<file path="src/hw/cpu_config.svh">
`ifndef CPU_CONFIG_SVH
`define CPU_CONFIG_SVH

// ********************
// Datapath sizing
// ********************

// Machine word
`define CPU_DATA_W 32

// General purpose registers R0..R15
`define CPU_NUM_REGS 16

// ********************
// Queue sizing
// ********************

// Input FIFO entries, also the sender's initial credits
`define CPU_INSTR_DEPTH 4

// Result FIFO entries
`define CPU_RESULT_DEPTH 4

`endif

</file>
<file path="src/hw/immCpuPkg.sv">
`include "cpu_config.svh"

package immCpuPkg;

        localparam int regIdxW = $clog2(`CPU_NUM_REGS);
        localparam int cW      = 19;                    // Immediate field width

        typedef logic [`CPU_DATA_W-1:0] wordT;
        typedef logic [regIdxW-1:0]     regIdxT;

        // ********************
        // Instruction format
        // ********************

        typedef enum logic [4:0] {
                ldi  = 5'd5,
                addi = 5'd6,
                andi = 5'd7,
                ori  = 5'd8
        } opcodeE;

        typedef struct packed {
                opcodeE        opcode;                  // Bits 31..27
                regIdxT        ra;                      // Bits 26..23
                regIdxT        rb;                      // Bits 22..19
                logic [cW-1:0] c;                       // Bits 18..0
        } instrT;

        // ********************
        // Stage records
        // ********************

        typedef struct packed {
                logic   valid;
                opcodeE opcode;
                regIdxT ra;                             // Destination
                wordT   opB;
                wordT   cExt;                           // Sign-extended C
                logic   illegal;
        } decodedOpT;

        typedef struct packed {
                logic   valid;
                logic   writesReg;
                regIdxT idx;
                wordT   value;
        } fwdT;

        typedef struct packed {
                regIdxT dest;
                wordT   value;
                logic   illegal;
        } resultT;

endpackage

</file>
<file path="src/hw/creditFifo.sv">
`timescale 1ns/1ps

module creditFifo #(
        parameter type payloadT = logic,
        parameter int  depth    = 4,
        localparam int ptrW     = (depth > 1) ? $clog2(depth) : 1,
        localparam int countW   = $clog2(depth + 1)
) (
        input  logic              Clock,
        input  logic              arstN,
        input  logic              pushValid,
        input  payloadT           pushData,
        input  logic              popReady,
        output logic              popValid,
        output payloadT           popData,
        output logic              creditReturn,
        output logic [countW-1:0] freeCount
);

        payloadT           mem [depth];
        logic [ptrW-1:0]   wrPtr;
        logic [ptrW-1:0]   rdPtr;
        logic [countW-1:0] count;
        logic              doPush;
        logic              doPop;

        function automatic logic [ptrW-1:0] nextPtr(input logic [ptrW-1:0] ptr);
                if (ptr == ptrW'(depth - 1)) begin
                        return '0;
                end
                return ptr + 1'b1;
        endfunction

        assign popValid  = (count != '0);
        assign popData   = mem[rdPtr];
        assign freeCount = countW'(depth) - count;
        assign doPop     = popValid && popReady;
        assign doPush    = pushValid && ((freeCount != '0) || doPop);   // Full push is dropped

        always_ff @(posedge Clock) begin
                if (doPush) begin
                        mem[wrPtr] <= pushData;
                end
        end

        always_ff @(posedge Clock or negedge arstN) begin
                if (!arstN) begin
                        wrPtr        <= '0;
                        rdPtr        <= '0;
                        count        <= '0;
                        creditReturn <= 1'b0;
                end else begin
                        if (doPush) begin
                                wrPtr <= nextPtr(wrPtr);
                        end
                        if (doPop) begin
                                rdPtr <= nextPtr(rdPtr);
                        end
                        count        <= count + countW'(doPush) - countW'(doPop);
                        creditReturn <= doPop;                  // One credit per entry leaving
                end
        end

endmodule

</file>
<file path="src/hw/regFile.sv">
`timescale 1ns/1ps
`include "cpu_config.svh"

module regFile
        import immCpuPkg::*;
(
        input  logic   Clock,
        input  logic   arstN,
        input  regIdxT readIdx,
        output wordT   readData,
        input  logic   writeEn,
        input  regIdxT writeIdx,
        input  wordT   writeData
);

        wordT regs [`CPU_NUM_REGS];

        // ********************
        // Read port
        // ********************

        // R0 is an ordinary register here; decode applies the ldi rule
        assign readData = regs[readIdx];

        // ********************
        // Write port
        // ********************

        always_ff @(posedge Clock or negedge arstN) begin
                if (!arstN) begin
                        for (int i = 0; i < `CPU_NUM_REGS; i++) begin
                                regs[i] <= '0;
                        end
                end else if (writeEn) begin
                        regs[writeIdx] <= writeData;
                end
        end

endmodule

</file>
<file path="src/hw/instrDecode.sv">
`timescale 1ns/1ps

module instrDecode
        import immCpuPkg::*;
(
        input  logic      Clock,
        input  logic      arstN,
        input  logic      instrValid,
        input  instrT     instr,
        input  logic      issueOk,
        output logic      instrPop,
        output regIdxT    readIdx,
        input  wordT      readData,
        input  fwdT       fwdExec,
        input  fwdT       fwdWb,
        output decodedOpT decoded
);

        wordT cExt;
        wordT regB;
        wordT opB;
        logic illegal;
        logic hitExec;
        logic hitWb;

        assign instrPop = instrValid && issueOk;
        assign readIdx  = instr.rb;
        assign cExt     = {{($bits(wordT) - cW){instr.c[cW-1]}}, instr.c};

        always_comb begin
                case (instr.opcode)
                        ldi, addi, andi, ori: illegal = 1'b0;
                        default:              illegal = 1'b1;
                endcase
        end

        // ********************
        // Operand B select
        // ********************

        assign hitExec = fwdExec.valid && fwdExec.writesReg && (fwdExec.idx == instr.rb);
        assign hitWb   = fwdWb.valid && fwdWb.writesReg && (fwdWb.idx == instr.rb);

        always_comb begin
                if (hitExec) begin
                        regB = fwdExec.value;                   // Op one ahead
                end else if (hitWb) begin
                        regB = fwdWb.value;                     // Op being written back
                end else begin
                        regB = readData;
                end
        end

        // ldi treats rb = R0 as a zero base
        assign opB = ((instr.opcode == ldi) && (instr.rb == '0)) ? '0 : regB;

        always_ff @(posedge Clock or negedge arstN) begin
                if (!arstN) begin
                        decoded <= '0;
                end else begin
                        decoded.valid <= instrPop;
                        if (instrPop) begin
                                decoded.opcode  <= instr.opcode;
                                decoded.ra      <= instr.ra;
                                decoded.opB     <= opB;
                                decoded.cExt    <= cExt;
                                decoded.illegal <= illegal;
                        end
                end
        end

endmodule

</file>
<file path="src/hw/aluExecute.sv">
`timescale 1ns/1ps

module aluExecute
        import immCpuPkg::*;
(
        input  logic      Clock,
        input  logic      arstN,
        input  decodedOpT decoded,
        output fwdT       fwdExec,
        output fwdT       execOut,
        output logic      execIllegal
);

        wordT result;

        // ********************
        // ALU
        // ********************

        always_comb begin
                case (decoded.opcode)
                        ldi, addi: result = decoded.opB + decoded.cExt;        // Wraps mod 2^32
                        andi:      result = decoded.opB & decoded.cExt;
                        ori:       result = decoded.opB | decoded.cExt;
                        default:   result = '0;                                // Illegal gives zero
                endcase
        end

        // Visible to decode in the same cycle
        always_comb begin
                fwdExec.valid     = decoded.valid;
                fwdExec.writesReg = !decoded.illegal;
                fwdExec.idx       = decoded.ra;
                fwdExec.value     = result;
        end

        // ********************
        // Execute register
        // ********************

        always_ff @(posedge Clock or negedge arstN) begin
                if (!arstN) begin
                        execOut     <= '0;
                        execIllegal <= 1'b0;
                end else begin
                        execOut     <= fwdExec;
                        execIllegal <= decoded.valid && decoded.illegal;
                end
        end

endmodule

</file>
<file path="src/hw/resultStage.sv">
`timescale 1ns/1ps
`include "cpu_config.svh"

module resultStage
        import immCpuPkg::*;
(
        input  logic   Clock,
        input  logic   arstN,
        input  fwdT    execOut,
        input  logic   execIllegal,
        input  logic   decodeBusy,
        output logic   issueOk,
        output logic   writeEn,
        output regIdxT writeIdx,
        output wordT   writeData,
        input  logic   creditIn,
        output logic   outValid,
        output resultT outResult
);

        localparam int freeW   = $clog2(`CPU_RESULT_DEPTH + 1);
        localparam int creditW = 16;

        resultT             queued;
        logic               queueValid;
        logic [freeW-1:0]   freeCount;
        logic [freeW-1:0]   inFlight;
        logic [creditW-1:0] credits;
        logic               haveCredit;

        // ********************
        // Write-back
        // ********************

        assign writeEn   = execOut.valid && execOut.writesReg;  // Illegal ops never write
        assign writeIdx  = execOut.idx;
        assign writeData = execOut.value;

        assign queued = '{dest: execOut.idx, value: execOut.value, illegal: execIllegal};

        creditFifo #(
                .payloadT(resultT),
                .depth(`CPU_RESULT_DEPTH)
        ) u_resultFifo (
                .Clock(Clock),
                .arstN(arstN),
                .pushValid(execOut.valid),
                .pushData(queued),
                .popReady(haveCredit),
                .popValid(queueValid),
                .popData(outResult),
                .creditReturn(),
                .freeCount(freeCount)
        );

        // ********************
        // Downstream credits
        // ********************

        assign haveCredit = (credits != '0);
        assign outValid   = queueValid && haveCredit;

        always_ff @(posedge Clock or negedge arstN) begin
                if (!arstN) begin
                        credits <= '0;
                end else begin
                        credits <= credits + creditW'(creditIn) - creditW'(outValid);
                end
        end

        // Room for every op already past the input FIFO plus the new one
        assign inFlight = freeW'(decodeBusy) + freeW'(execOut.valid);
        assign issueOk  = (freeCount > inFlight);

endmodule

</file>
<file path="src/hw/immDatapath.sv">
`timescale 1ns/1ps
`include "cpu_config.svh"

module immDatapath
        import immCpuPkg::*;
(
        input  logic   Clock,
        input  logic   arstN,
        input  logic   inValid,
        input  instrT  inInstr,
        output logic   creditOut,
        output logic   outValid,
        output resultT outResult,
        input  logic   creditIn
);

        logic      headValid;
        instrT     headInstr;
        logic      instrPop;
        logic      issueOk;
        regIdxT    readIdx;
        wordT      readData;
        decodedOpT decoded;
        fwdT       fwdExec;
        fwdT       execOut;
        logic      execIllegal;
        logic      writeEn;
        regIdxT    writeIdx;
        wordT      writeData;

        // ********************
        // Front end
        // ********************

        creditFifo #(
                .payloadT(instrT),
                .depth(`CPU_INSTR_DEPTH)
        ) u_instrFifo (
                .Clock(Clock),
                .arstN(arstN),
                .pushValid(inValid),
                .pushData(inInstr),
                .popReady(instrPop),
                .popValid(headValid),
                .popData(headInstr),
                .creditReturn(creditOut),
                .freeCount()
        );

        instrDecode u_instrDecode (
                .Clock(Clock),
                .arstN(arstN),
                .instrValid(headValid),
                .instr(headInstr),
                .issueOk(issueOk),
                .instrPop(instrPop),
                .readIdx(readIdx),
                .readData(readData),
                .fwdExec(fwdExec),
                .fwdWb(execOut),                                // Write-back forward
                .decoded(decoded)
        );

        regFile u_regFile (
                .Clock(Clock),
                .arstN(arstN),
                .readIdx(readIdx),
                .readData(readData),
                .writeEn(writeEn),
                .writeIdx(writeIdx),
                .writeData(writeData)
        );

        // ********************
        // Back end
        // ********************

        aluExecute u_aluExecute (
                .Clock(Clock),
                .arstN(arstN),
                .decoded(decoded),
                .fwdExec(fwdExec),
                .execOut(execOut),
                .execIllegal(execIllegal)
        );

        resultStage u_resultStage (
                .Clock(Clock),
                .arstN(arstN),
                .execOut(execOut),
                .execIllegal(execIllegal),
                .decodeBusy(decoded.valid),
                .issueOk(issueOk),
                .writeEn(writeEn),
                .writeIdx(writeIdx),
                .writeData(writeData),
                .creditIn(creditIn),
                .outValid(outValid),
                .outResult(outResult)
        );

endmodule

</file>
<file path="config.mk">
export PLATFORM = sky130hd
export DESIGN_NAME = immDatapath
export DESIGN_NICKNAME = d
export VERILOG_FILES = /design/src/hw/immCpuPkg.sv /design/src/hw/creditFifo.sv /design/src/hw/regFile.sv /design/src/hw/instrDecode.sv /design/src/hw/aluExecute.sv /design/src/hw/resultStage.sv /design/src/hw/immDatapath.sv
export VERILOG_INCLUDE_DIRS = /design/src /design/src/hw
export SDC_FILE = /design/constraint.sdc
export NUM_CORES = 1
export LEC_CHECK = 0
export BUFFER_PORTS_ARGS = -buffer_cell sky130_fd_sc_hd__buf_2
export CAP_MARGIN = 15
export CORE_AREA = 2 2 284 258
export DETAILED_ROUTE_END_ITERATION = 8
export DIE_AREA = 0 0 286 260
export PLACE_DENSITY = 0.79
export SLEW_MARGIN = 20
export SYNTH_ARGS = -nofsm -noshare
export SYNTH_HDL_FRONTEND = slang
export SYNTH_SLANG_ARGS = --single-unit
</file>
<file path="constraint.sdc">
create_clock -name Clock -period 7.6 [get_ports Clock]
set_input_delay 2.28 -clock Clock [delete_from_list [all_inputs] [get_ports Clock]]
set_output_delay 2.28 -clock Clock [all_outputs]
set_load 0.05 [all_outputs]
</file>
=== Word-level counts from Yosys, hierarchy flattened ===
Memory sizes are Yosys's and may differ from the RTL's.
Cells that the tools add are included.

* Register bits after elaboration: 644
* Bits in writable memories: 276
* Input port bits: 36
* Output and inout bits: 39
* Logic and storage cells: 127
* Memories kept: 2

{| class="wikitable"
|+ Memories
! memory !! words !! width !! read ports !! clocked after memory_dff !! write ports !! RTL line !! text
|-
| u_resultStage.u_resultFifo.mem || 4 || 37 || 1 || 0 || 1 || creditFifo.sv:20 || <nowiki>payloadT mem [depth];</nowiki>
|-
| u_instrFifo.mem || 4 || 32 || 1 || 0 || 1 || creditFifo.sv:20 ||
|}

* Add/sub/neg operators: 14
* Order comparisons: 4
* Equality and inequality tests: 14
* Multiplexer cells: 31
* Bitwise logic cells: 4
* Reductions and logical operators: 23

{| class="wikitable"
|+ Operators with widths
! kind !! count
|-
| $bwmux W512 || 1
|-
| $mux W32 || 6
|-
| $bmux W32 S4 || 1
|-
| $demux W32 S4 || 1
|-
| $pmux W32 S3 || 1
|-
| $add A32 B32 Y32 || 1
|-
| $and A32 B32 Y32 || 1
|-
| $or A32 B32 Y32 || 1
|-
| $eq A5 B3 Y1 const B || 6
|-
| $add A16 B1 Y16 || 1
|-
| $mux W2 || 8
|-
| $reduce_bool A16 Y1 || 1
|-
| $sub A16 B1 Y16 || 1
|-
| $mux W1 || 13
|-
| $logic_and A1 B1 Y1 || 12
|-
| $reduce_bool A3 Y1 || 4
|-
| $eq A5 B4 Y1 const B || 2
|-
| $ge A5 B5 Y1 const B || 2
|-
| $not A4 Y5 || 2
|-
| $add A2 B1 Y2 const B || 4
|-
| $eq A2 B2 Y1 const B || 4
|-
| $eq A4 B4 Y1 || 2
|-
| $add A3 B1 Y3 || 2
|-
| $sub A3 B1 Y3 || 2
|-
| other kinds (9) || 11
|}

=== Depth between registers and ports, before layout ===
* Depth after elaboration: 8
* Mapped depth: 18
* Mapped depth without buffers: 18

=== Hierarchy ===
From an unflattened synthesis, not the netlist that was laid out.

* Cell total of the unflattened synthesis: 2,834
* Area, all modules: 42,834.8 µm²

{| class="wikitable"
|+ Modules (own cells, without submodules)
! module !! instances !! cells an instance !! area an instance (µm²) !! seq. area each (µm²)
|-
| regFile || 1 || 1,404 || 22,774.3 || 12,812.3
|-
| creditFifo (u_resultStage.u_resultFifo) || 1 || 239 || 5,840.6 || 4,644.5
|-
| creditFifo (u_instrFifo) || 1 || 214 || 5,178.7 || 4,043.9
|-
| aluExecute || 1 || 453 || 3,828.7 || 975.9
|-
| instrDecode || 1 || 320 || 3,458.3 || 1,551.5
|-
| resultStage || 1 || 204 || 1,754.2 || 400.4
|}

=== Worst setup path after synthesis ===
OpenSTA, ideal clock, no wires.

* Path type: reg2out
* Start point: register u_resultStage.u_resultFifo.rdPtr[0]
* End point: output port outResult[28] (netlist bit)
* Arrival time: 2,118 ps
* Data required time: 5,320 ps
* Path slack: 3,202 ps
* Stages on the path, launching flop included: 4
* Path buffers: 2
* Path through: dfrtp_1 buf_1 buf_1 mux4_2

{| class="wikitable"
|+ RTL lines
! element !! RTL line !! text
|-
| start: declaration || creditFifo.sv:22 || <nowiki>logic [ptrW-1:0] rdPtr;</nowiki>
|-
| start signal: assignment || creditFifo.sv:57 || <nowiki>rdPtr <= nextPtr(rdPtr);</nowiki>
|-
| end: declaration || immDatapath.sv:13 || <nowiki>output resultT outResult,</nowiki>
|}

==> results by group <==
Global routing
  – Largest net degree at the start of global routing: 184
  – Vias in the first global route: 26533
  – Global-route wire length before repair: 160.0 mm
  – Grt ovf: 0
  – Antenna violations before repair: 0
  – Global-route usage over all layers: 28.41%

Detailed routing
  – Post-route ant nets: 0
  – Drt drc: 0
  – First-pass DRT Iterations: 7
  – Initial DRC Count: 2330
  – Via Count: 24712
  – Vias/cell: 6.461
  – Final wirelength: 102.5 mm
  – Wire length per cell: 26.79 um

Clocking
  – Htree depth: 3
  – Clk buf depth: 3
  – Post-CTS Resized: 0
  – Setup Fix Bufs, Post-CTS: 0
  – Clock Latency Late Sink: 0.65 ns
  – Num CTS Buffers: 88
  – Root Driver: clkbuf_16
  – Quantity of hold-fixing buffers added after cts: 0
  – CTS tree: yes
  – Clk slew on worst S/H paths: 0.06 ns
  – Clock sink total: 919

STA
  – PnR worst setup slack: 2.435 ns
  – Worst rel slew slack: 31.16%
  – Worst hold slack: 0.4267 ns
  – RSZ-0062 raised after global routing: no
  – Setup violators final: 0
  – Clock skew: 0.02044 ns
  – Fmax: 193.6 MHz
  – Worst-Margin Slew: 1.033 ns
  – Post-Route Setup TNS: 0 ns
  – Final hold violation count: 0
  – Crit path time final: 5.165 ns
  – Max Slew Vio Count: 0
  – Crit share post-route: 67.97%

Yosys
  – Syn Inst Count: 2778
  – Yosys warnings: 0
  – Register area share after synthesis: 58.19%
  – Number of synthesized flops with an enable pin: 276
  – #FFs+latches synth: 919
  – Async SR Flop Fraction: 69.97%
  – Synthesized area: 41890 sq um
  – Mean post-synth cell area: 15.08 sq um
  – Synth unique cells: 72
  – Post-Syn Nets: 2926
  – Top_reg_cell synth: dfrtp_1

Finish
  – Syn-to-layout area delta: 10.20%
  – Fill cell count: 4909
  – Nets: 2950
  – ANT cells: 0
  – Core Util, Final: 64.83%
  – Fraction of layout cells with a size suffix above 1: 34.89%

Setup path
  – CP required: 5.32 ns
  – CP Cell Sequence: buf_4 > mux4_2 > buf_2
  – CP startpoint kind: flip-flop
  – Max FO, Critical Path: 21
  – CP max stage cell: dfrtp_2
  – Slowest stage delay, CP: 0.81 ns
  – R2R Path Start: u_instrFifo.rdPtr[0]$_DFFE_PN0P_
  – Buffers and inverters on the worst path: 2
  – CP top delay family: flip-flops
  – CP Capture Type: output pin
  – Critical Path Start: u_resultStage.u_resultFifo.rdPtr[0]$_DFFE_PN0N_
  – Arrival @ worst endpoint: 2.89 ns
  – WS Path Type: reg -> out

Floorplanning
  – Die span in x: 286 um
  – # rows: 93
  – Die Ht: 260 um
  – Boundary Pins: 75
  – Starting Density: 58.83%
  – Full die area: 74360 sq um
  – Core Area: 71210 sq um

Placement
  – IO buf count: 74
  – Pre-CTS WS: 2.997 ns
  – HPWL after DPL: 60.58 mm
  – Gp weighted congestion: 0.9418

Status
  – Outcome: completed

Power and ir drop
  – Static Leakage: 20.38 nW
  – Peak VDD IR: 0.3952 mV
  – PwrDens: 461.7 nW/um^2
  – Total power: 21.31 mW

Min path
  – Worst hold path class: reg -> reg
  – Hold Startpoint: u_instrDecode.decoded[67]$_DFFE_PN0P_

Job
  – Maxcap violations: 0
[cells in the final DEF, fill, tap and decap left out, types with 14 or more instances in the layout]
master     instances
a21o_1            22
a21oi_1           56
a221oi_1          15
buf_2             73
buf_4             40
clkbuf_1          18
clkbuf_16         93
clkbuf_8          17
clkinv_2          14
dfrtp_1          640
edfxtp_1         276
ha_1             108
inv_1             99
mux2_2           511
mux2i_1           44
mux4_2           200
nand2_1          147
nand2b_1          14
nand3_1           21
nor2_1            55
nor2b_1           16
nor3_1            18
o21a_1            14
o21ai_0           73
o221ai_1          17
xnor2_1           29
xor2_1            17
[worst paths after layout]
path	slack [ns]	cells past startpoint	end
worst min-delay path	0.43	0	u_aluExecute.execOut[34]$_DFF_PN0_
max in group asynchronous	4.41	2	u_regFile.regs[439]$_DFFE_PN0P_
min in group asynchronous	1.63	1	u_resultStage.credits[11]$_DFF_PN0_
worst max register to register	3.25	10	u_instrDecode.decoded[59]$_DFFE_PN0P_
worst min register to register	0.43	0	u_aluExecute.execOut[34]$_DFF_PN0_
worst max-delay path	2.43	3	outResult[23]
[state kept, by name, indices dropped and copies added, names as in the netlist, 2 cells and up]
| signal | flops |
|---|---|
| u_instrFifo.rdPtr | 2 |
| u_instrDecode.decoded | 62 |
| u_resultStage.u_resultFifo.rdPtr | 2 |
| u_regFile.regs | 512 |
| u_instrFifo.wrPtr | 2 |
| u_resultStage.u_resultFifo.mem | 148 |
| u_instrFifo.mem | 128 |
| u_instrFifo.count | 3 |
| u_aluExecute.execOut | 38 |
| u_resultStage.u_resultFifo.wrPtr | 2 |
| u_resultStage.credits | 16 |
| u_resultStage.u_resultFifo.count | 3 |
[worst reg2reg max path: cells and delay by family, from the launching register on]
kind	cells	cell delay [ns]
compound gates	2	0.37
buf+inv	2	1.11
flops	1	0.57
mux	1	0.72
simple gates	5	1.48
[layout make-up]
class / count / area [sq um] / area share [%]
clock buffers: 128 / 2629 / 5.694
repair buffers: 118 / 760.7 / 1.648
clock inverters: 35 / 334.1 / 0.7236
flip-flops and latches: 919 / 24380 / 52.82
inverters: 100 / 375.4 / 0.8130
multi-input cells: 1575 / 16500 / 35.73
well taps: 950 / 1189 / 2.575
[cell families (layout without fill, tap and decap cells)]
group / Yosys count / in the layout / share of synthesized area, %
AO/OA/AOI/OAI: 316 / 316 / 5.185
flip-flops: 919 / 919 / 58.19
multiplexers: 758 / 758 / 25.70
buffers and inverters: 284 / 381 / 2.724
AND/OR/NAND/NOR: 343 / 343 / 3.823
adder cells (fa/ha/maj): 112 / 112 / 3.417
XOR/XNOR: 46 / 46 / 0.9617
[through the flow]
step	std cells	cell area (sq um)
2_1_floorplan	2778	41890
3_3_place_gp	3662	43200
3_5_place_dp	3662	43200
4_1_cts	3825	46170
5_1_grt	3825	46170
6_report	3825	46170
[per-layer routing]
| metal | global-route usage, % | vias to the layer above | share of wire (%) |
|---|---|---|---|
| met5 | 0 | - | 0 |
| met1 | 37.50 | 13109 | 40 |
| met2 | 47.52 | 911 | 50 |
| li1 | - | 10449 | - |
| met4 | 10.01 | 0 | 3.6 |
| met3 | 5.526 | 243 | 6.7 |
[cells in the mapped netlist (all sizes together) (4+ instances only)]
library cell  instances  share of area [%]
a211oi               13               0.23
a21o                 22               0.39
a21oi                56               0.67
a221o                 9               0.22
a221oi               16               0.35
a222oi               12               0.29
a22o                  6               0.13
a22oi                 7               0.13
a31oi                 5              0.075
and2                 14               0.21
and3                  4              0.060
buf                  46               0.59
clkbuf              138                1.2
dfrtp               643                 38
edfxtp              276                 20
fa                    4               0.19
ha                  108                3.2
inv                 100               0.90
mux2                511                 14
mux2i                44                1.1
mux4                203                 11
nand2               147                1.3
nand2b               16               0.24
nand3                22               0.26
nand3b                6               0.11
nand4                 7               0.10
nor2                 66               0.60
nor2b                16               0.24
nor3                 19               0.24
nor4                  4              0.060
o211ai               13               0.23
o21a                 14               0.25
o21ai                77               0.92
o21bai                8               0.14
o221ai               17               0.36
o22ai                 9               0.13
o31ai                 5              0.090
or3                   8               0.12
or4                   5              0.090
xnor2                29               0.61
xor2                 17               0.36
[power breakdown]
part           switching (mW)  total [mW]  internal, mW  leakage [nW]
Combinational            5.01        8.55          3.54          7.58
Sequential               1.34        8.31          6.96          11.3
Clock                    1.85        4.46          2.60          1.46
Total                    8.21        21.3          13.1          20.4
No activity file was read; power rests on OpenSTA's default activity.
